File: config.mk
export PLATFORM = sky130hd
export DESIGN_NAME = fmul_round_pack
export DESIGN_NICKNAME = d
export VERILOG_FILES = /design/src/design/fmul_ctrl_pkg.sv /design/src/design/fp_format_pkg.sv /design/src/design/fmul_round_pack.sv
export SDC_FILE = /design/constraint.sdc
export NUM_CORES = 1
export LEC_CHECK = 0
export BUFFER_PORTS_ARGS = -buffer_cell sky130_fd_sc_hd__buf_2
export CORE_ASPECT_RATIO = 0.6
export CORE_MARGIN = 3
export CORE_UTILIZATION = 30
export CTS_CLUSTER_DIAMETER = 150
export DETAILED_ROUTE_END_ITERATION = 7
export GPL_ROUTABILITY_DRIVEN = 0
export GPL_TIMING_DRIVEN = 0
export PLACE_DENSITY_LB_ADDON = 0.25
export SLEW_MARGIN = 30
export SYNTH_ARGS = -nofsm -noshare
export SYNTH_HDL_FRONTEND = slang
export SYNTH_SLANG_ARGS = --single-unit
File: constraint.sdc
create_clock -name clk -period 0.8 [get_ports clk]
set_input_delay 0.04 -clock clk [delete_from_list [all_inputs] [get_ports clk]]
set_output_delay 0.04 -clock clk [all_outputs]
set_load 0.01 [all_outputs]
File: src/design/fmul_ctrl_pkg.sv
// Rounding-mode encoding of the frm field
// State encoding of the multiplier controller

package fmul_ctrl_pkg;

  // Codes 5 to 7 are reserved and handled as RTZ
  typedef enum logic [2:0] {
    rm_rne = 3'd0,  // Nearest, ties to even
    rm_rtz = 3'd1,  // Toward zero
    rm_rdn = 3'd2,  // Toward minus infinity
    rm_rup = 3'd3,  // Toward plus infinity
    rm_rmm = 3'd4   // Nearest, ties away from zero
  } round_mode_e;

  // One state per datapath stage, then the ack phase
  typedef enum logic [2:0] {
    st_idle,
    st_unpack,
    st_mult,
    st_round,
    st_ack
  } fmul_state_e;

endpackage

File: src/design/fp_format_pkg.sv
// IEEE 754 binary64 and binary32 field widths, biases and exponent limits
// Canonical quiet NaNs, double or boxed single
// Operand word union and special-value class

package fp_format_pkg;

  // ==============================
  // Widths and biases
  // ==============================
  localparam int xlen      = 64;    // Register width
  localparam int exp_w_d   = 11;
  localparam int exp_w_s   = 8;
  localparam int man_w_d   = 52;    // Stored fraction bits
  localparam int man_w_s   = 23;
  localparam int bias_d    = 1023;
  localparam int bias_s    = 127;
  localparam int exp_max_d = 2047;  // All-ones exponent, inf or NaN
  localparam int exp_max_s = 255;
  localparam int sig_w     = 53;    // Hidden one plus double fraction
  localparam int prod_w    = 106;   // Full significand product

  // Canonical quiet NaNs
  localparam logic [xlen-1:0] qnan_d       = 64'h7FF8_0000_0000_0000;
  localparam logic [xlen-1:0] qnan_s_boxed = 64'hFFFF_FFFF_7FC0_0000;  // Upper half all ones

  // ==============================
  // Operand word
  // ==============================
  // Same 64 bits, read as a double or as a NaN-boxed single
  typedef union packed {
    struct packed {
      logic               sign;
      logic [exp_w_d-1:0] exp;
      logic [man_w_d-1:0] frac;
    } dbl;
    struct packed {
      logic [31:0]        box;   // All ones for a valid boxed single
      logic               sign;
      logic [exp_w_s-1:0] exp;
      logic [man_w_s-1:0] frac;
    } sgl;
  } fp_word_u;

  // Special class of a multiply, sp_nan also stands for zero times infinity
  typedef enum logic [1:0] {
    sp_none,
    sp_nan,
    sp_inf,
    sp_zero
  } fp_special_e;

endpackage

File: src/design/fmul_round_pack.sv
// Round and pack stage
// Normalize, guard/round/sticky, five rounding modes, range check, flags

`timescale 1ns/1ps

module fmul_round_pack (
  input  logic                              clk,
  input  logic                              reset_n,
  input  logic                              round_en,
  input  logic                              fmt,
  input  fmul_ctrl_pkg::round_mode_e        rm,
  input  logic [fp_format_pkg::prod_w-1:0]  product,
  input  logic signed [12:0]                exp_sum,
  input  logic                              sign_q,
  input  fp_format_pkg::fp_special_e        special_q,
  output fp_format_pkg::fp_word_u           result,
  output logic                              flag_nv,
  output logic                              flag_of,
  output logic                              flag_uf,
  output logic                              flag_nx
);

  import fp_format_pkg::*;
  import fmul_ctrl_pkg::*;

  logic                 norm;         // Product at or above 2.0
  logic [prod_w-1:0]    prod_n;       // Hidden one at the top bit
  logic signed [12:0]   exp_n, exp_f;
  logic signed [12:0]   exp_lim;
  logic [man_w_d:0]     frac_d_r;     // Extra bit catches the rounding carry
  logic [man_w_s:0]     frac_s_r;
  logic                 g, r, s, lsb;
  logic                 round_up, carry;
  logic                 inexact;
  logic [10:0]          exp_top;
  fp_word_u             w_norm, w_inf, w_zero, w_nan;

  // Builds a result word, single fraction taken from the top 23 bits of m
  function automatic fp_word_u pack_word(input logic f, input logic sg,
                                         input logic [10:0] e, input logic [51:0] m);
    fp_word_u w;
    if (f) begin
      w.dbl.sign = sg;
      w.dbl.exp  = e;
      w.dbl.frac = m;
    end else begin
      w.sgl.box  = '1;                 // NaN boxing
      w.sgl.sign = sg;
      w.sgl.exp  = e[7:0];
      w.sgl.frac = m[51:29];
    end
    return w;
  endfunction

  // ==============================
  // Normalize
  // ==============================
  assign norm   = product[prod_w-1];
  assign prod_n = norm ? product : {product[prod_w-2:0], 1'b0};
  assign exp_n  = exp_sum + {12'd0, norm};

  // Guard, round, sticky sit right below the fraction of the format
  always_comb begin
    if (fmt) begin
      g   = prod_n[prod_w-2-man_w_d];
      r   = prod_n[prod_w-3-man_w_d];
      s   = |prod_n[prod_w-4-man_w_d:0];
      lsb = prod_n[prod_w-1-man_w_d];
    end else begin
      g   = prod_n[prod_w-2-man_w_s];
      r   = prod_n[prod_w-3-man_w_s];
      s   = |prod_n[prod_w-4-man_w_s:0];
      lsb = prod_n[prod_w-1-man_w_s];
    end
  end

  assign inexact = g | r | s;

  // ==============================
  // Rounding decision
  // ==============================
  always_comb begin
    case (rm)
      rm_rne:  round_up = g && (r || s || lsb);   // Tie goes to even
      rm_rtz:  round_up = 1'b0;
      rm_rdn:  round_up = sign_q && inexact;
      rm_rup:  round_up = !sign_q && inexact;
      rm_rmm:  round_up = g;                      // Tie goes away from zero
      default: round_up = 1'b0;                   // Reserved codes truncate
    endcase
  end

  assign frac_d_r = {1'b0, prod_n[prod_w-2 -: man_w_d]} + {{man_w_d{1'b0}}, round_up};
  assign frac_s_r = {1'b0, prod_n[prod_w-2 -: man_w_s]} + {{man_w_s{1'b0}}, round_up};
  assign carry    = fmt ? frac_d_r[man_w_d] : frac_s_r[man_w_s];  // Fraction wrapped to 0
  assign exp_f    = exp_n + {12'd0, carry};

  assign exp_top = fmt ? 11'(exp_max_d) : 11'(exp_max_s);
  assign exp_lim = {2'b00, exp_top};

  // Candidate results
  assign w_norm = pack_word(fmt, sign_q, exp_f[10:0],
                            fmt ? frac_d_r[man_w_d-1:0]
                                : {frac_s_r[man_w_s-1:0], {(man_w_d-man_w_s){1'b0}}});
  assign w_inf  = pack_word(fmt, sign_q, exp_top, '0);
  assign w_zero = pack_word(fmt, sign_q, '0, '0);
  assign w_nan  = fmt ? qnan_d : qnan_s_boxed;

  // ==============================
  // Output register
  // ==============================
  always_ff @(posedge clk or negedge reset_n) begin
    if (!reset_n) begin
      result  <= '0;
      flag_nv <= 1'b0;
      flag_of <= 1'b0;
      flag_uf <= 1'b0;
      flag_nx <= 1'b0;
    end else if (round_en) begin
      flag_nv <= 1'b0;
      flag_of <= 1'b0;
      flag_uf <= 1'b0;
      flag_nx <= 1'b0;
      case (special_q)
        sp_nan: begin
          result  <= w_nan;
          flag_nv <= 1'b1;
        end
        sp_inf:  result <= w_inf;     // Exact, no flags
        sp_zero: result <= w_zero;
        default: begin
          if (exp_f >= exp_lim) begin
            result  <= w_inf;           // Overflow to signed infinity
            flag_of <= 1'b1;
            flag_nx <= 1'b1;
          end else if (exp_f < 13'sd1) begin
            result  <= w_zero;          // Below normal range, flushed
            flag_uf <= 1'b1;
            flag_nx <= 1'b1;
          end else begin
            result  <= w_norm;
            flag_nx <= inexact;
          end
        end
      endcase
    end
  end

endmodule

==> results.cfg <==
[critical_path]
cp-start-kind = input port
required_ns = 1.02
crit_top_cell = buf_12
crit_type = in2reg
r2r_cells = 4
worst_setup_path_end_kind = flop
r2r_end = result[28]
slowest_stage = or4_4
crit-reg2reg-launch = result[28]
path_max_fanout = 5
r2r_slack_ns = -0.18
slowest_delay_ns = 0.63
arrival_ns = 6.59

[logic_synthesis]
ys_ff_latch = 68
yosysWarnings = 0
yosys.area.top_type = dfrtp_1
yosys_most_used_dff = dfrtp_1
synthArstFlopShare_pct = 100.0
synth_cell_type_count = 87
syn-num-nets = 1018
syn-mean-instance-area_um2 = 7.781
netlist_area_um2 = 6832
yosysSeqAreaShare_pct = 24.91
synth_top_area_share_pct = 24.91
ys_top_cells_by_area = dfrtp_1 25%, xnor2_1 5.0%, nand2_1 4.7%
netlist_instances = 878
synth_edf_count = 0

[floorplan]
core_region_area_um2 = 22230
initial_core_util_pct = 30.73
pin_count = 197
dieArea_um2 = 24680
dieHeight_um = 122.9
die_w_um = 200.8
rows = 42

[cells_and_area]
diodes = 0
nNetsFinal = 1312
syn2layout_area_growth_pct = 51.45
fill_cells = 2205
drive_gt1_share_pct = 37.81
final_cells = 1485

[hold_path]
whs_path_depth = 3
hp-class = in2reg
hold_end = result[16]
hp-start = round_en

[sta]
finalClockSkew_ns = 0
setup_viol = 134
hold_viol = 0
period_minus_slack_ns = 6.366
slew_violations = 0
rsz0062_at_grt = true
slew-limit-headroom_pct = 31.02
setup_ws_ns = -5.566
worst_pin_slew_ns = 1.026
period_share_pct = 795.8
fmax_mhz = 157.1

[route]
drt-total-wl_mm = 34.70
wire_per_inst_um = 23.37
drtIter0Drc = 984
detail-route-antenna-nets = 0
avgViaCountPerCell = 5.898
drc = 0
first_pass_iters = 7
vias = 8758

[clock_tree]
ctsRootBufferMaster = clkbuf_16
htreeDepth = 3
numCtsBuffers = 9
path_clk_slew_ns = 0.06
clk_path_buf_depth = 2
clock-sinks = 68
clk_latency_ns = 0.34
cts_tree = built

[pwr]
p_leak_nw = 4.323
p_sw_mw = 4.429
pwr-share-seq_pct = 30.6
ir_drop_uv = 897.4
swShare_pct = 34.93
power.density_nw_per_um2 = 1225
p_int_mw = 8.248
power_frac_clock_pct = 34.3
comb_power_share_pct = 35.0

[job]
drv_cap = 0

[place]
dp_cells = 1356
post-place-ws_ns = -6.992
portBuffers = 169
dpl.hpwl_mm = 25.76

[grt]
grt_antenna_before_repair = 0
grt_pass1_wl_mm = 50.38
grt_usage_pct = 26.83
overflow = 0
grt_max_degree = 48
grt_pass1_vias = 8163

[run_status]
violations = setup timing
status = finished with violations
[critical path, delay by kind of cell]
family	cells	cell delay, ns
AOI/OAI and AO/OA	10	2.17
xor gates and xnor gates	1	0.19
adders and majority gates	4	1.00
buffers and inverters	9	1.21
and+or+nand+nor	9	1.96
[cell usage after synthesis, drive strengths merged (4+ instances only)]
master	instances
and2	11
xor2	18
a311oi	14
nand2	86
nor3b	6
a21boi	21
o2bb2ai	5
clkbuf	41
nor2b	13
nor3	14
o21ai	44
nor4	31
a21o	5
a32oi	6
or3	5
or4	6
a211oi	15
ha	10
and3	18
a21oi	43
a31oi	24
a2111oi	5
o2111ai	7
dfrtp	68
a311o	4
xnor2	39
nand4	33
inv	22
mux2	14
o211ai	5
mux2i	29
nand2b	11
nor2	72
buf	33
nor4b	4
nand3	35
[metal layers]
metal	share of wire [%]	track usage [%]
met1	44	39.02
met2	39	36.11
met3	15	11.87
met4	1.6	4.910
met5	0.29	3.571
[flip-flops by register name, summed over array words and instances (netlist names)]
register  flops
flag_nv       1
flag_of       1
result       64
flag_nx       1
flag_uf       1
[kinds of logic after synthesis]
group,after synthesis,share of synthesized area (%)
AND/OR/NAND/NOR,360,27.47
buffers and inverters,97,5.989
flip-flops,68,24.91
XOR/XNOR,57,7.308
multiplexers,44,6.886
adder cells (fa/ha/maj),11,2.125
AO/OA/AOI/OAI,241,25.31
[layout by cell type (no fill, tap or decap), types with 12 or more instances in the layout]
cell type  Yosys  final
xnor2_1       39     38
o21ai_0       23     16
buf_6          1     35
a211oi_1      15     12
a21boi_0      20     20
nand4_1       32     32
nor2b_1       13     13
clkbuf_1      38     30
a31oi_1       24     23
buf_4          2     93
xor2_1        18     18
and3_1        18     18
nand2_1       86     76
nand3_1       35     30
buf_2         21    163
nor4_1        30     25
a21oi_1       43     32
mux2i_1       29     29
inv_1         21     19
a311oi_1      14     12
nor2_1        71     68
o21ai_1       20     18
dfrtp_1       68     68
[cell type report]
class	instances	area, um^2	share of cell area [%]
multi-input combinational	714	5333	51.54
timing repair buffer	283	1974	19.08
sequential	68	1702	16.45
buffer	73	536.8	5.188
tap	308	385.4	3.725
clock buffer	10	229.0	2.213
inverter	23	97.59	0.9433
clock inverter	6	88.84	0.8586
[worst max-delay path by stage]
| stage | slack (ns) | endpoint | from | depth (start not counted) |
|---|---|---|---|---|
| final | -5.57 | result[62] | product[105] | 33 |
| after detailed placement | -6.99 | result[33] | product[105] | 34 |
| after global routing | -5.71 | result[62] | product[105] | 33 |
| after floorplan | -5.26 | result[36] | product[105] | 35 |
| after global placement | -7.01 | result[33] | product[105] | 34 |
| after CTS | -5.40 | result[30] | product[105] | 33 |
[timing repair]
item                                   CTS  global route
resized for setup                      119            41
setup endpoints to repair              135           135
pin swaps                               48            43
endpoints found under the hold margin   68             0
cloned                                   3             2
hold buffers                             1             0
buffers inserted                        91            20
[power groups by stage]
stage	Combinational (mW)	Sequential [mW]	Clock [mW]
6_report	4.44	3.88	4.35
5_1_grt	4.71	3.91	4.53
4_1_cts	4.08	3.88	4.37
3_5_place_dp	3.54	3.93	0
3_3_place_gp	3.51	3.93	0
2_1_floorplan	1.89	4.03	0
[through the flow]
step	hold slack [ns]	total power [mW]	cell area, um^2	TNS (ns)	utilization [%]
2_1_floorplan	-0.2556	5.919	7101	-340.91	-
3_3_place_gp	0.4070	7.440	8332	-495.37	37.48
3_5_place_dp	-0.04463	7.477	8362	-447.95	37.62
4_1_cts	0.07653	12.33	9918	-356.79	44.62
5_1_grt	0.09692	13.15	10350	-378.35	46.54
6_report	0.08588	12.68	10350	-365.93	46.54
(Power assumes the default switching activity.)
