[src/design/fp_format_pkg.sv]
// IEEE 754 binary64 and binary32 field widths, biases and exponent limits
// Canonical quiet NaNs, double or boxed single
// Operand word union and special-value class

package fp_format_pkg;

  // ==============================
  // Widths and biases
  // ==============================
  localparam int xlen      = 64;    // Register width
  localparam int exp_w_d   = 11;
  localparam int exp_w_s   = 8;
  localparam int man_w_d   = 52;    // Stored fraction bits
  localparam int man_w_s   = 23;
  localparam int bias_d    = 1023;
  localparam int bias_s    = 127;
  localparam int exp_max_d = 2047;  // All-ones exponent, inf or NaN
  localparam int exp_max_s = 255;
  localparam int sig_w     = 53;    // Hidden one plus double fraction
  localparam int prod_w    = 106;   // Full significand product

  // Canonical quiet NaNs
  localparam logic [xlen-1:0] qnan_d       = 64'h7FF8_0000_0000_0000;
  localparam logic [xlen-1:0] qnan_s_boxed = 64'hFFFF_FFFF_7FC0_0000;  // Upper half all ones

  // ==============================
  // Operand word
  // ==============================
  // Same 64 bits, read as a double or as a NaN-boxed single
  typedef union packed {
    struct packed {
      logic               sign;
      logic [exp_w_d-1:0] exp;
      logic [man_w_d-1:0] frac;
    } dbl;
    struct packed {
      logic [31:0]        box;   // All ones for a valid boxed single
      logic               sign;
      logic [exp_w_s-1:0] exp;
      logic [man_w_s-1:0] frac;
    } sgl;
  } fp_word_u;

  // Special class of a multiply, sp_nan also stands for zero times infinity
  typedef enum logic [1:0] {
    sp_none,
    sp_nan,
    sp_inf,
    sp_zero
  } fp_special_e;

endpackage

[src/design/fmul_unpack.sv]
// Operand unpack stage
// Field extraction per format, special-value class, significand alignment

`timescale 1ns/1ps

module fmul_unpack (
  input  logic                              clk,
  input  logic                              reset_n,
  input  logic                              unpack_en,
  input  fp_format_pkg::fp_word_u           op_a,
  input  fp_format_pkg::fp_word_u           op_b,
  input  logic                              fmt,
  output logic                              sign_r,
  output logic [10:0]                       exp_a,
  output logic [10:0]                       exp_b,
  output logic [fp_format_pkg::sig_w-1:0]   sig_a,
  output logic [fp_format_pkg::sig_w-1:0]   sig_b,
  output fp_format_pkg::fp_special_e        special
);

  import fp_format_pkg::*;

  logic [10:0]      ea, eb;
  logic [10:0]      exp_top;          // All-ones exponent of the format
  logic             za, zb;           // Zero or subnormal
  logic             ia, ib;           // Infinity
  logic             na, nb;           // NaN, signalling or quiet
  fp_special_e      special_d;

  // Single exponent widened to 11 bits, no rebias here
  function automatic logic [10:0] get_exp(input fp_word_u w, input logic f);
    return f ? w.dbl.exp : {3'b000, w.sgl.exp};
  endfunction

  function automatic logic frac_zero(input fp_word_u w, input logic f);
    return f ? (w.dbl.frac == '0) : (w.sgl.frac == '0);
  endfunction

  // Hidden one at bit 52, single fraction padded below to the same point
  function automatic logic [sig_w-1:0] get_sig(input fp_word_u w, input logic f);
    return f ? {1'b1, w.dbl.frac} : {1'b1, w.sgl.frac, {(sig_w-man_w_s-1){1'b0}}};
  endfunction

  assign exp_top = fmt ? 11'(exp_max_d) : 11'(exp_max_s);
  assign ea = get_exp(op_a, fmt);
  assign eb = get_exp(op_b, fmt);

  assign za = (ea == '0);             // Subnormals flush to zero
  assign zb = (eb == '0);
  assign ia = (ea == exp_top) &&  frac_zero(op_a, fmt);
  assign ib = (eb == exp_top) &&  frac_zero(op_b, fmt);
  assign na = (ea == exp_top) && !frac_zero(op_a, fmt);
  assign nb = (eb == exp_top) && !frac_zero(op_b, fmt);

  // Priority: NaN, zero times inf, inf, zero
  always_comb begin
    if (na || nb)                    special_d = sp_nan;
    else if ((ia && zb) || (za && ib)) special_d = sp_nan;   // Invalid
    else if (ia || ib)               special_d = sp_inf;
    else if (za || zb)               special_d = sp_zero;
    else                             special_d = sp_none;
  end

  always_ff @(posedge clk or negedge reset_n) begin
    if (!reset_n) special <= sp_none;
    else if (unpack_en) special <= special_d;
  end

  always_ff @(posedge clk) begin
    if (unpack_en) begin
      sign_r <= fmt ? (op_a.dbl.sign ^ op_b.dbl.sign) : (op_a.sgl.sign ^ op_b.sgl.sign);
      exp_a  <= ea;
      exp_b  <= eb;
      sig_a  <= get_sig(op_a, fmt);
      sig_b  <= get_sig(op_b, fmt);
    end
  end

endmodule

[config.mk]
export PLATFORM = sky130hd
export DESIGN_NAME = fmul_unpack
export DESIGN_NICKNAME = d
export VERILOG_FILES = /design/src/design/fp_format_pkg.sv /design/src/design/fmul_unpack.sv
export SDC_FILE = /design/constraint.sdc
export NUM_CORES = 1
export LEC_CHECK = 0
export BUFFER_PORTS_ARGS = -buffer_cell sky130_fd_sc_hd__buf_4
export CAP_MARGIN = 20
export CORE_MARGIN = 8
export CORE_UTILIZATION = 48
export CTS_BUF_LIST = sky130_fd_sc_hd__clkbuf_4 sky130_fd_sc_hd__clkbuf_8
export CTS_CLUSTER_DIAMETER = 120
export DETAILED_ROUTE_END_ITERATION = 10
export GPL_TIMING_DRIVEN = 1
export PLACE_DENSITY = 0.93
export SKIP_CTS_REPAIR_TIMING = 1
export SLEW_MARGIN = 20
export SYNTH_ARGS = -nofsm -noshare
export SYNTH_HDL_FRONTEND = slang
export SYNTH_SLANG_ARGS = --single-unit
[constraint.sdc]
create_clock -name clk -period 1.03 [get_ports clk]
set_clock_uncertainty 0.1 [all_clocks]
set_input_delay 0.103 -clock clk [delete_from_list [all_inputs] [get_ports clk]]
set_output_delay 0.103 -clock clk [all_outputs]
set_load 0.05 [all_outputs]
==> reports/results.ini, run 1 <==
[run_status]
outcome = complete, but fails checks
violations = negative hold slack, negative setup slack

[layout]
drive_gt1_share_pct = 55.9
layout_common_cells = 232 x buf_4, 131 x buf_6, 127 x edfxtp_1
antenna_cells = 0
syn_to_final_growth_pct = 88.3
fin_cells = 987
final_common_cell = buf_4
final_util_pct = 92.8
nNetsFinal = 963

[global_route]
grt_use_met1_pct = 26.4
overflow = 0
grt_max_degree = 49
top_usage_layer = met2
grt_pass1_wl_mm = 31.2
grt_usage_pct = 26.0
grt_use_met2_pct = 46.6
met3_usage_pct = 8.17
antenna_found_initial = 0
grt_pass1_vias = 5456

[clock_network]
clk_path_buf_depth = 2
clk_latency_ps = 420
cts_tree = yes
cts_sinks = 129
clkTransAtPathRegs_ps = 80
cts_buffers = 17
root_buffer = clkbuf_8
h-tree-depth = 4

[logic_synthesis]
async_flop_share_pct = 1.55
ys_seq_elements = 129
ys_seq_area_share_pct = 68.7
synth_edf_count = 127
synth.avg_cell_area_um2 = 15.0
yosysUniqueCellTypes = 43
synthCells = 375
yosysWarnings = 0
synth_area_mm2 = 0.00563
dominantRegCellSynth = edfxtp_1

[sta]
tns_ps = -26450
tightest_slew_ps = 784
whs_ps = -81.2
rsz0062_at_grt = yes
setup_violations = 161
final-hold-violation-count = 11
drv_slew = 0
fin_crit_ps = 1790
fmax_ghz = 0.560
relSlewSlack_pct = 47.3
worst_slack_ps = -757
final.period_utilization_pct = 173

[pwr]
ir_drop_mv = 1.03
combinationalPowerShare_pct = 29.3
seqPwrFrac_pct = 41.5
p_int_w = 0.0107
p_per_area_mw_per_mm2 = 1490
p_sw_share_pct = 32.7
p_leak_nw = 4.58
p_sw_w = 0.00518
clkPwrFrac_pct = 29.2

[die]
rows = 39
initial_core_util_pct = 49.3
core_area_mm2 = 0.0114
die_h_um = 124
die_x_um = 124
ioPinCount = 263
die_area_mm2 = 0.0154

[route]
drc = 0
dr_total_vias = 5804
postRouteAntennaNets = 0
first_pass_iters = 6
wirelength_mm = 28.1
avgViaCountPerCell = 5.88
wl_per_cell_um = 28.5
drt-initial-drc-count = 617

[placement]
post-place-ws_ps = -1100
dpl.hpwl_mm = 16.7
dpl.cell_count = 872
gp_congestion = 0.891
numPortBuffers = 260

[worst_setup_path]
critical_path_buf_inv_count = 1
crit_fanout = 2
arrival_ps = 1990
crit_path_end_kind = flip-flop
crit_family = simple AND/OR/NAND/NOR gates
worst_path_max_delay_cell = nor4_1
worstPathCellList = buf_4, nor4_1, nand4_1, nor2_1, a32oi_1, o21ai_0, a21oi_1
max_stage_delay_ps = 690
path_class = input port to flip-flop
cp-start-kind = input port
cp.required_ps = 1240
r2r_slack_ps = 90

[flow_run]
drv_cap = 0

[min_path]
hp-class = input port to flip-flop

[registers in the layout (all words and copies together), names as in the netlist]
name	cells
special	2
exp_a	11
sig_b	52
sign_r	1
exp_b	11
sig_a	52
[cell families after synthesis]
| family | Yosys count | share of synthesized area, % |
|---|---|---|
| compound gates | 19 | 2.62 |
| xor+xnor | 2 | 0.311 |
| buf+inv | 22 | 1.65 |
| flops | 129 | 68.7 |
| mux | 57 | 11.4 |
| other cells | 1 | 0.0666 |
| simple gates | 145 | 15.3 |
[path summary, 6_finish.rpt]
path	cells past startpoint	to	start
setup / recovery	7	special[0]	op_b[13]
hold / removal	2	sig_b[28]	op_b[28]
setup reg to reg	3	special[0]	special[0]
max in group asynchronous	3	special[1]	reset_n
hold reg to reg	1	special[1]	special[1]
min in group asynchronous	3	special[0]	reset_n
[cell type report]
cell class / count / area, um^2
timing repair buffer: 454 / 4250
sequential: 129 / 3860
multi-input combinational: 225 / 1880
fill: 351 / 825
clock buffer: 17 / 234
tap: 143 / 179
clock inverter: 15 / 168
inverter: 4 / 15.0
[power groups by stage]
stage	Clock, W	Sequential [W]	Combinational, W
2_1_floorplan	0	0.00808	0.000629
3_3_place_gp	0	0.00651	0.00381
3_5_place_dp	0	0.00655	0.00391
4_1_cts	0.00441	0.00644	0.00392
5_1_grt	0.00483	0.00660	0.00474
6_report	0.00462	0.00657	0.00464
[worst reg2reg max path, stage by stage (launching register included)]
cell	delay (ps)
dfrtp_1	400
buf_4	130
nor2_1	120
a21oi_1	60
[metal layers]
metal | routed length, um | share of wire (%) | vias up
li1 | - | - | 2351
met1 | 9090 | 32 | 2820
met2 | 14500 | 52 | 505
met3 | 2730 | 9.7 | 128
met4 | 1760 | 6.3 | 0
met5 | 0 | 0 | -
[Yosys cell counts, types with 2 or more instances]
cell,count,area (um^2)
buf_2,2,10.0
a21o_1,2,15.0
mux2_2,55,619
nand4_1,8,50.1
buf_4,2,15.0
nor4_1,23,144
and2_1,63,394
dfrtp_1,2,50.1
clkbuf_1,10,37.5
buf_1,4,15.0
edfxtp_1,127,3810
nand2b_1,3,18.8
nand2_1,16,60.1
nor4b_1,2,17.5
mux2i_1,2,20.0
nor3_1,3,15.0
o21ai_0,6,30.0
nor2_1,6,22.5
or4_1,3,22.5
nand3_1,8,40.0
or3_1,3,18.8
inv_1,4,15.0
[stage by stage]
stage / area (um^2) / total power (W)
after floorplan: 6010 / 0.00871
final: 10600 / 0.0158
after CTS: 9160 / 0.0148
after global placement: 8750 / 0.0103
after detailed placement: 8750 / 0.0105
after global routing: 10600 / 0.0162
No activity file was read; power rests on OpenSTA's default activity.
==> inputs of run 2 (changes only) <==
Settings changed: RECOVER_POWER set to 25.
==> run 2 against run 1 <==
The flow still finishes with violations (negative hold slack, negative setup slack). Clock-buffer cell count stayed put. Worst hold slack worse by 8.6 ps. Routed wire length decreased by 0.24%. Critical path depth up 1. Largest cell class unchanged. Non-clock buffer count unchanged. Total power decreased by 0.18%. Combinational power hardly changed. Sequential power is essentially flat. Final cell count stayed put. Register-to-register slack about the same.
==> reports/results.ini, run 2 (synthesis gave the netlist of run 1 again) <==
[route]
dr_total_vias = 5765
wirelength_mm = 28.0
drt-initial-drc-count = 642
first_pass_iters = 6
drc = 0
avgViaCountPerCell = 5.84
wl_per_cell_um = 28.4
postRouteAntennaNets = 0

[min_path]
hp-class = input port to flip-flop
holdPathStages = 2
worstHoldStart = op_b[28]

[worst_setup_path]
path_class = input port to flip-flop
cp-start-kind = input port
crit_start = fmt
worst_path_max_delay_cell = nor4b_1
reg2reg_depth = 3
r2r-start = special[0]
max_stage_delay_ps = 490
crit_path_end_kind = flip-flop
cp.required_ps = 1240
crit_fanout = 6
arrival_ps = 1990
worstPathCellList = buf_4, buf_12, nor4b_1, nand4_1, o31ai_4, nand4bb_1, a22oi_2, a21oi_1

[run_status]
violations = negative hold slack, negative setup slack
outcome = complete, but fails checks

[clock_network]
cts_tree = yes
cts_sinks = 129
clk_latency_ps = 430
clkTransAtPathRegs_ps = 80
root_buffer = clkbuf_8
clk_path_buf_depth = 2
cts_buffers = 17
h-tree-depth = 4

[sta]
fin_crit_ps = 1770
rsz0062_at_grt = yes
worst_slack_ps = -744
final-hold-violation-count = 14
tightest_slew_ps = 752
relSlewSlack_pct = 49.4
whs_ps = -89.8
setup_violations = 185
final.period_utilization_pct = 172
fmax_ghz = 0.564
drv_slew = 0

[layout]
reg_top3 = sig_a (52), sig_b (52)
layout_common_cells = 231 x buf_4, 131 x buf_6, 127 x edfxtp_1
final_common_cell = buf_4
antenna_cells = 0
syn_to_final_growth_pct = 87.5
drive_gt1_share_pct = 55.8
fillCellCount = 359
nNetsFinal = 963
final_area_mm2 = 0.0106

[global_route]
met3_usage_pct = 8.17
grt_max_degree = 49
grt_pass1_vias = 5456
top_usage_layer = met2
antenna_found_initial = 0
grt_use_met1_pct = 26.4
overflow = 0
grt_use_met2_pct = 46.6
grt_usage_pct = 26.0
grt_pass1_wl_mm = 31.2

[pwr]
clkPwrFrac_pct = 29.2
seqPwrFrac_pct = 41.6
p_sw_w = 0.00517
p_int_w = 0.0106
p_sw_share_pct = 32.7
combinationalPowerShare_pct = 29.2
ir_drop_mv = 1.02
p_per_area_mw_per_mm2 = 1500
p_leak_nw = 4.56

[placement]
dpl-instance-area_mm2 = 0.00875
gp_congestion = 0.891
numPortBuffers = 260
dpl.hpwl_mm = 16.7
post-place-ws_ps = -1100

[die]
core_area_mm2 = 0.0114
ioPinCount = 263
die_area_mm2 = 0.0154
die_h_um = 124
initial_core_util_pct = 49.3
die_x_um = 124
rows = 39

[flow_run]
drv_cap = 0

[run 2: cell types whose count changed in the layout (fill, tap and decap cells not counted), sizes merged]
cell	previous run	this run
buf	373	369
clkbuf	19	23
[run 2: cell type report]
type                    count  area, um^2  area share [%]
multi-input cells         225        1880            17.9
clock buffers              17         234            2.22
flip-flops and latches    129        3860            36.6
inverters                   4        15.0           0.142
repair buffers            454        4210            39.9
clock inverters            15         168            1.59
well taps                 143         179            1.70
[run 2: critical path, delay by kind of cell]
| kind | cells | cell delay, ps |
|---|---|---|
| simple gates | 3 | 1010 |
| buf+inv | 2 | 250 |
| compound gates | 3 | 610 |
[run 2: power by group through the flow]
stage	sequential (W)	combinational, W	clock (W)
2_1_floorplan	0.00808	0.000629	0
3_3_place_gp	0.00651	0.00381	0
3_5_place_dp	0.00655	0.00391	0
4_1_cts	0.00644	0.00392	0.00441
5_1_grt	0.00660	0.00472	0.00483
6_report	0.00657	0.00461	0.00462
[run 2: per-layer routing]
layer	vias up	wire length, um
met4	0	1770
met1	2810	9120
met5	-	0
met3	129	2700
met2	472	14400
li1	2354	-
[run 2: stage by stage]
| step | std cells | utilization (%) | setup TNS (ps) | power (W) | hold WS, ps |
|---|---|---|---|---|---|
| 2_1_floorplan | 376 | - | -32890 | 0.00871 | -293 |
| 3_3_place_gp | 872 | 76.7 | -32630 | 0.0103 | -211 |
| 3_5_place_dp | 872 | 76.7 | -36000 | 0.0105 | -213 |
| 4_1_cts | 904 | 80.2 | -27530 | 0.0148 | -666 |
| 5_1_grt | 987 | 92.4 | -32060 | 0.0161 | -107 |
| 6_report | 987 | 92.4 | -28220 | 0.0158 | -89.8 |
[run 2: worst paths after layout]
path                         endpoint  slack, ps
setup / recovery           special[0]       -740
hold / removal              sig_b[28]        -90
setup reg to reg           special[0]         90
hold reg to reg            special[1]        480
max in group asynchronous  special[1]        220
min in group asynchronous  special[0]        470
