<file path="config.mk">
export PLATFORM = sky130hd
export DESIGN_NAME = fmul_ctrl
export DESIGN_NICKNAME = d
export VERILOG_FILES = /design/src/design/fmul_ctrl_pkg.sv /design/src/design/fp_format_pkg.sv /design/src/design/fmul_ctrl.sv
export SDC_FILE = /design/constraint.sdc
export NUM_CORES = 1
export LEC_CHECK = 0
export BUFFER_PORTS_ARGS = -buffer_cell sky130_fd_sc_hd__buf_2
export CAP_MARGIN = 40
export CORE_ASPECT_RATIO = 0.6
export CORE_MARGIN = 1.5
export CORE_UTILIZATION = 41
export CTS_BUF_LIST = sky130_fd_sc_hd__clkbuf_8 sky130_fd_sc_hd__clkbuf_16
export CTS_CLUSTER_DIAMETER = 80
export CTS_CLUSTER_SIZE = 14
export DETAILED_ROUTE_END_ITERATION = 12
export HOLD_SLACK_MARGIN = 0.12
export PLACE_DENSITY = 0.78
export SLEW_MARGIN = 30
export SYNTH_ARGS = -nofsm -noshare
export SYNTH_HDL_FRONTEND = slang
export SYNTH_SLANG_ARGS = --single-unit
</file>
<file path="constraint.sdc">
create_clock -name clk -period 16.65 [get_ports clk]
set_clock_uncertainty 0.05 [all_clocks]
set_input_delay 1.665 -clock clk [delete_from_list [all_inputs] [get_ports clk]]
set_output_delay 1.665 -clock clk [all_outputs]
set_load 0.1 [all_outputs]
</file>
<file path="src/design/fmul_ctrl_pkg.sv">
// Rounding-mode encoding of the frm field
// State encoding of the multiplier controller

package fmul_ctrl_pkg;

  // Codes 5 to 7 are reserved and handled as RTZ
  typedef enum logic [2:0] {
    rm_rne = 3'd0,  // Nearest, ties to even
    rm_rtz = 3'd1,  // Toward zero
    rm_rdn = 3'd2,  // Toward minus infinity
    rm_rup = 3'd3,  // Toward plus infinity
    rm_rmm = 3'd4   // Nearest, ties away from zero
  } round_mode_e;

  // One state per datapath stage, then the ack phase
  typedef enum logic [2:0] {
    st_idle,
    st_unpack,
    st_mult,
    st_round,
    st_ack
  } fmul_state_e;

endpackage

</file>
<file path="src/design/fp_format_pkg.sv">
// IEEE 754 binary64 and binary32 field widths, biases and exponent limits
// Canonical quiet NaNs, double or boxed single
// Operand word union and special-value class

package fp_format_pkg;

  // ==============================
  // Widths and biases
  // ==============================
  localparam int xlen      = 64;    // Register width
  localparam int exp_w_d   = 11;
  localparam int exp_w_s   = 8;
  localparam int man_w_d   = 52;    // Stored fraction bits
  localparam int man_w_s   = 23;
  localparam int bias_d    = 1023;
  localparam int bias_s    = 127;
  localparam int exp_max_d = 2047;  // All-ones exponent, inf or NaN
  localparam int exp_max_s = 255;
  localparam int sig_w     = 53;    // Hidden one plus double fraction
  localparam int prod_w    = 106;   // Full significand product

  // Canonical quiet NaNs
  localparam logic [xlen-1:0] qnan_d       = 64'h7FF8_0000_0000_0000;
  localparam logic [xlen-1:0] qnan_s_boxed = 64'hFFFF_FFFF_7FC0_0000;  // Upper half all ones

  // ==============================
  // Operand word
  // ==============================
  // Same 64 bits, read as a double or as a NaN-boxed single
  typedef union packed {
    struct packed {
      logic               sign;
      logic [exp_w_d-1:0] exp;
      logic [man_w_d-1:0] frac;
    } dbl;
    struct packed {
      logic [31:0]        box;   // All ones for a valid boxed single
      logic               sign;
      logic [exp_w_s-1:0] exp;
      logic [man_w_s-1:0] frac;
    } sgl;
  } fp_word_u;

  // Special class of a multiply, sp_nan also stands for zero times infinity
  typedef enum logic [1:0] {
    sp_none,
    sp_nan,
    sp_inf,
    sp_zero
  } fp_special_e;

endpackage

</file>
<file path="src/design/fmul_ctrl.sv">
// Multiplier controller
// Four-phase req/ack FSM, operand and mode capture, per-stage enables

`timescale 1ns/1ps

module fmul_ctrl (
  input  logic                      clk,
  input  logic                      reset_n,
  input  logic                      req,
  input  fp_format_pkg::fp_word_u   operand_a,
  input  fp_format_pkg::fp_word_u   operand_b,
  input  logic                      fmt,            // 1 double, 0 single
  input  fmul_ctrl_pkg::round_mode_e rounding_mode,
  output logic                      ack,
  output logic                      unpack_en,
  output logic                      mult_en,
  output logic                      round_en,
  output fp_format_pkg::fp_word_u   op_a_q,
  output fp_format_pkg::fp_word_u   op_b_q,
  output logic                      fmt_q,
  output fmul_ctrl_pkg::round_mode_e rm_q
);

  import fmul_ctrl_pkg::*;

  fmul_state_e state;

  // ==============================
  // Sequencer
  // ==============================
  always_ff @(posedge clk or negedge reset_n) begin
    if (!reset_n) begin
      state <= st_idle;
      ack   <= 1'b0;
    end else begin
      case (state)
        st_idle:   if (req) state <= st_unpack;  // Only one op in flight
        st_unpack: state <= st_mult;
        st_mult:   state <= st_round;
        st_round:  state <= st_ack;              // Result is registered on this edge
        st_ack: begin
          if (!ack) begin
            ack <= 1'b1;                          // Result and flags valid from here
          end else if (!req) begin
            ack   <= 1'b0;                        // Requester released, close handshake
            state <= st_idle;
          end
        end
        default:   state <= st_idle;
      endcase
    end
  end

  // One enable per stage, one cycle each
  assign unpack_en = (state == st_unpack);
  assign mult_en   = (state == st_mult);
  assign round_en  = (state == st_round);

  // Inputs held by the requester while req is high, captured once at start
  always_ff @(posedge clk) begin
    if (state == st_idle && req) begin
      op_a_q <= operand_a;
      op_b_q <= operand_b;
      fmt_q  <= fmt;
      rm_q   <= rounding_mode;
    end
  end

endmodule

</file>
==> impl_metrics.env, run 1 <==
export IMPL_outcome="finished clean"
export IMPL_relSlewSlack=0.5144
export IMPL_io_pins=271
export IMPL_start_util=0.4221
export IMPL_totalWireLength_um=9203
export IMPL_cp_top_family="buffers and inverters"
export IMPL_worst_path_largest_cell_delay_ps=610
export IMPL_wire_per_inst_um=15.70
export IMPL_synthDistinctLibCells=12
export IMPL_cts_repair_resized=0
export IMPL_power_share_clock=0.232
export IMPL_via_per_inst=4.302
export IMPL_clock_sinks=136
export IMPL_yosysSeqAreaShare=0.9780
export IMPL_post_cts_setup_buffers=0
export IMPL_crit_slowest_cell="buf_4"
export IMPL_tns_ps=0
export IMPL_grt_pass1_wl_um=13060
export IMPL_cp_max_fo=61
export IMPL_cts_hold_buf=0
export IMPL_crit_type="input pin to flip-flop"
export IMPL_power_share_sequential=0.350
export IMPL_worst_path_buf_inv=4
export IMPL_gp_congestion=0.7382
export IMPL_avgSynthCellArea_um2=28.08
export IMPL_layout_drive_gt1_share=0.6674
export IMPL_clock_path_buffers=2
export IMPL_setup_viol=0
export IMPL_p_per_area_nw_per_um2=223.8
export IMPL_num_nets_final=575
export IMPL_synth_warnings=0
export IMPL_syn_nets=283
export IMPL_cap_viol_max_count=0
export IMPL_setup_ws_ps=13320
export IMPL_area_delta_synth_final_pct=50.26
export IMPL_endpoint_kind="flip-flop"
export IMPL_fp_dieH_um=80.98
export IMPL_cts_tree="yes"
export IMPL_first_global_vias=2566
export IMPL_core_area_um2=9844
export IMPL_path_common_cell="buf_4"
export IMPL_critical_path_required_ps=16660
export IMPL_drt_iter0_drc=98
export IMPL_period_minus_slack_ps=3329
export IMPL_register_area_um2=4064
export IMPL_max_freq_mhz=300.4
export IMPL_fin_crit_sh=0.1999
export IMPL_critical_path_arrival_ps=3340
export IMPL_postRouteAntennaNets=0
export IMPL_port_buffers=270
export IMPL_min_path_type="flip-flop to flip-flop"
export IMPL_total_leakage_power_nw=2.660
export IMPL_grt_max_degree=73
export IMPL_clock_latency_ps=390
export IMPL_pwr_share_comb=0.418
export IMPL_finalMaxSlewViolations=0
export IMPL_dieArea_um2=10770
export IMPL_internal_power_mw=0.7306
export IMPL_synthCells=148
export IMPL_dr_pass1_iters=4
export IMPL_path_cells="buf_2 > nor4b_2 > buf_4 > buf_4 > buf_16"
export IMPL_finalInstanceArea_um2=6243
export IMPL_fp_dieW_um=133.0
export IMPL_cts_root_buf="clkbuf_16"
export IMPL_grt_setup_unrepaired="no"
export IMPL_htreeDepth=4
export IMPL_cp_start_kind="input pin"
export IMPL_drc=0
export IMPL_post_route_util=0.6342
export IMPL_cts_buffers=17
export IMPL_synthesis_area_um2=4155
export IMPL_cts_clk_slew_worst_paths_ps=60
export IMPL_fillers=725
export IMPL_gr_total_overflow=0
export IMPL_row_count=28
export IMPL_multi_input_area_um2=97.59
export IMPL_place_detailed_hpwl_um=6840
export IMPL_peakVddDrop_mv=0.1089
export IMPL_finalHoldViolCount=0
export IMPL_power_switching_mw=0.6668
export IMPL_tightest_slew_ps=728.4
export IMPL_p_sw_frac=0.4772
export IMPL_insertedDiodeCount=0
export IMPL_dpl_cell_area_um2=5697
export IMPL_vias=2521
export IMPL_preCtsSetupSlack_ps=12740
export IMPL_grt_util_all_layers=0.1676
export IMPL_power_mw=1.398
export IMPL_ys_ff_latch=136
export IMPL_grt_antenna_before_repair=0
Yosys cell counts, drive strengths merged:
library cell | n | area [um^2]
a21o | 1 | 7.510
xnor2 | 1 | 8.760
nor2 | 2 | 7.510
and3b | 1 | 8.760
dfrtp | 4 | 100.1
nor3 | 1 | 5.000
edfxtp | 132 | 3964
nor3b | 3 | 27.52
mux2 | 1 | 11.26
nand2b | 1 | 6.260
nor4b | 1 | 8.760
sequential cells by signal, summed over array words and instances (netlist names):
signal  count
op_a_q     64
op_b_q     64
rm_q        3
state       3
ack         1
fmt_q       1
metal layers:
layer / wire, um / vias to the layer above / track usage
met5: 0 / - / 0
met4: 79 / 0 / 0.06264
met3: 1053 / 7 / 0.09114
met2: 4828 / 127 / 0.2906
met1: 3242 / 1206 / 0.1753
li1: - / 1181 / -
layout by cell type (no fill, tap or decap), types with 2 or more instances in the layout:
cell type / instances
inv_1: 3
dfrtp_1: 4
nor3b_1: 2
clkbuf_16: 17
buf_2: 270
clkinvlp_4: 2
nor2_1: 2
clkinv_2: 5
edfxtp_1: 132
buf_4: 2
path summary, 6_finish.rpt:
kind / start / endpoint / slack, ps / depth (start not counted)
min: ack$_DFFE_PN0N_ / ack$_DFFE_PN0N_ / 480 / 1
max in group asynchronous: reset_n / state[0]$_DFFE_PN0P_ / 15410 / 1
max reg2reg: state[0]$_DFFE_PN0P_ / op_a_q[43]$_DFFE_PP_ / 14120 / 4
min in group asynchronous: reset_n / state[2]$_DFFE_PN0P_ / 1020 / 1
max: req / op_a_q[43]$_DFFE_PP_ / 13320 / 5
min reg2reg: ack$_DFFE_PN0N_ / ack$_DFFE_PN0N_ / 480 / 1
area by class of cell:
class | instances | area share
clock inverters | 13 | 0.01503
repair buffers | 273 | 0.2232
clock buffers | 17 | 0.06814
flip-flops and latches | 136 | 0.6509
well taps | 135 | 0.02705
multi-input cells | 12 | 0.01563
power by group through the flow:
stage                     clock [mW]  sequential, mW  combinational [mW]
after CTS                      0.331           0.490               0.582
final                          0.324           0.489               0.584
after detailed placement           0           0.496               0.582
after floorplan                    0           0.959              0.0675
after global routing           0.345           0.496               0.600
after global placement             0           0.493               0.578
cell families after synthesis:
family and share of synthesized area:
multiplexers 0.002710, XOR/XNOR 0.002108, AND/OR/NAND/NOR 0.01536, flip-flops 0.9780
AO/OA/AOI/OAI 0.001807
worst reg2reg max path: cells and delay by family (launching register included):
family | cells | cell delay [ps]
buffers and inverters | 3 | 1370
DFF | 1 | 460
and+or+nand+nor | 1 | 300
stage by stage:
stage	std cells	hold slack, ps
finish	586	481.1
global route	586	517.0
CTS	585	489.8
detailed placement	555	461.8
global placement	555	455.3
floorplan	148	436.3
Power figures use the tool's default switching activity.
==> inputs of run 2 (changes only) <==
- clock period: 16.65 -> 3.35 ns (I/O delays scaled with it)
==> impl_metrics.env, run 2 <==
export IMPL_outcome="aborted with a tool error"
export IMPL_stop_stage="clock tree synthesis (4_1_cts)"
export IMPL_stop_error="[ERROR RSZ-0060] Max buffer count reached."
export IMPL_synthCells=148
export IMPL_start_util=0.4221
export IMPL_yosysSeqAreaShare=0.9780
export IMPL_fp_dieH_um=80.98
export IMPL_synth_warnings=0
export IMPL_yosysTopAreaCellShare=0.9539
export IMPL_syn_nets=283
export IMPL_avgSynthCellArea_um2=28.08
export IMPL_cts_buffers=17
export IMPL_synth_area_top_cells="edfxtp_1, dfrtp_1, nor3b_1"
export IMPL_cts_hold_buf=118
export IMPL_gp_congestion=0.7337
export IMPL_synthDistinctLibCells=12
export IMPL_synth_most_common_cell="edfxtp_1"
export IMPL_port_buffers=270
export IMPL_fp_dieW_um=133.0
export IMPL_preCtsSetupSlack_ps=1610
export IMPL_htreeDepth=4
export IMPL_io_pins=271
export IMPL_synthFlopType="edfxtp_1"
export IMPL_row_count=28
export IMPL_place_detailed_hpwl_um=6847
export IMPL_clock_sinks=136
export IMPL_synthesis_area_um2=4155
export IMPL_synth_common_cells="edfxtp_1, dfrtp_1, nor2_1, nor3b_1"
export IMPL_yosysTopAreaCell="edfxtp_1"
export IMPL_synth_edff_count=132
export IMPL_cts_root_buf="clkbuf_16"
export IMPL_clock_path_buffers=2
export IMPL_post_cts_setup_buffers=0
export IMPL_cts_repair_resized=0
export IMPL_async_flop_share=0.02941
export IMPL_ys_ff_latch=136
-- run 2: cell counts after synthesis --
No cell type changed its count.
-- run 2: logic make-up after synthesis --
| family | share of synthesized area |
|---|---|
| multiplexers | 0.002710 |
| AND/OR/NAND/NOR | 0.01536 |
| flip-flops | 0.9780 |
| AO/OA/AOI/OAI | 0.001807 |
| XOR/XNOR | 0.002108 |
-- run 2: metrics by stage --
step | cell area, um^2 | hold WS [ps] | TNS (ps) | utilization | std cells
3_5_place_dp | 5720 | 98.11 | 0 | 0.5811 | 555
3_3_place_gp | 5720 | 91.82 | 0 | 0.5811 | 555
2_1_floorplan | 4173 | -10.59 | -245580 | - | 148
==> inputs of run 3 (changes only) <==
- CORE_ASPECT_RATIO: 0.6 -> default
- CORE_UTILIZATION: 41 -> 40
- CTS_BUF_LIST: sky130_fd_sc_hd__clkbuf_8 sky130_fd_sc_hd__clkbuf_16 -> default
- CTS_CLUSTER_DIAMETER: 80 -> default
- CTS_CLUSTER_SIZE: 14 -> default
- HOLD_SLACK_MARGIN: 0.12 -> default
- PLACE_DENSITY: 0.78 -> default
- PLACE_DENSITY_LB_ADDON: default -> 0.15
==> impl_metrics.env, run 3 <==
export IMPL_outcome="aborted with a tool error"
export IMPL_stop_stage="clock tree synthesis (4_1_cts)"
export IMPL_stop_error="[ERROR RSZ-0060] Max buffer count reached."
export IMPL_synthesis_area_um2=4155
export IMPL_synthCells=148
export IMPL_start_util=0.4080
export IMPL_clock_sinks=136
export IMPL_synth_edff_count=132
export IMPL_yosysTopAreaCell="edfxtp_1"
export IMPL_htreeDepth=4
export IMPL_synth_most_common_cell="edfxtp_1"
export IMPL_port_buffers=270
export IMPL_synthFlopType="edfxtp_1"
export IMPL_cts_hold_buf=118
export IMPL_post_cts_setup_buffers=0
export IMPL_dpl_cell_area_um2=5737
export IMPL_synth_warnings=0
export IMPL_synthDistinctLibCells=12
export IMPL_ys_ff_latch=136
export IMPL_clock_path_buffers=2
export IMPL_avgSynthCellArea_um2=28.08
export IMPL_async_flop_share=0.02941
export IMPL_synth_common_cells="edfxtp_1, dfrtp_1, nor2_1, nor3b_1"
export IMPL_cts_root_buf="clkbuf_8"
export IMPL_fp_dieW_um=104.9
export IMPL_fp_dieH_um=104.9
export IMPL_yosysTopAreaCellShare=0.9539
export IMPL_place_detailed_hpwl_um=6945
export IMPL_gp_congestion=0.7537
export IMPL_row_count=37
export IMPL_io_pins=271
export IMPL_cts_buffers=17
export IMPL_synth_area_top_cells="edfxtp_1, dfrtp_1, nor3b_1"
export IMPL_yosysSeqAreaShare=0.9780
export IMPL_syn_nets=283
export IMPL_cts_repair_resized=0
run 3: cell counts after synthesis:
Identical to the previous run, type by type.
run 3: kinds of logic after synthesis:
group,count (synthesis),synth area share
compound gates,1,0.001807
flops,136,0.9780
xor+xnor,1,0.002108
mux,1,0.002710
simple gates,9,0.01536
run 3: through the flow:
stage          worst slack, ps    util  instances  TNS (ps)  hold slack [ps]
2_1_floorplan            -1860       -        148   -245580           -10.59
3_3_place_gp              1409  0.5606        556         0            92.51
3_5_place_dp              1523  0.5633        557         0            94.65
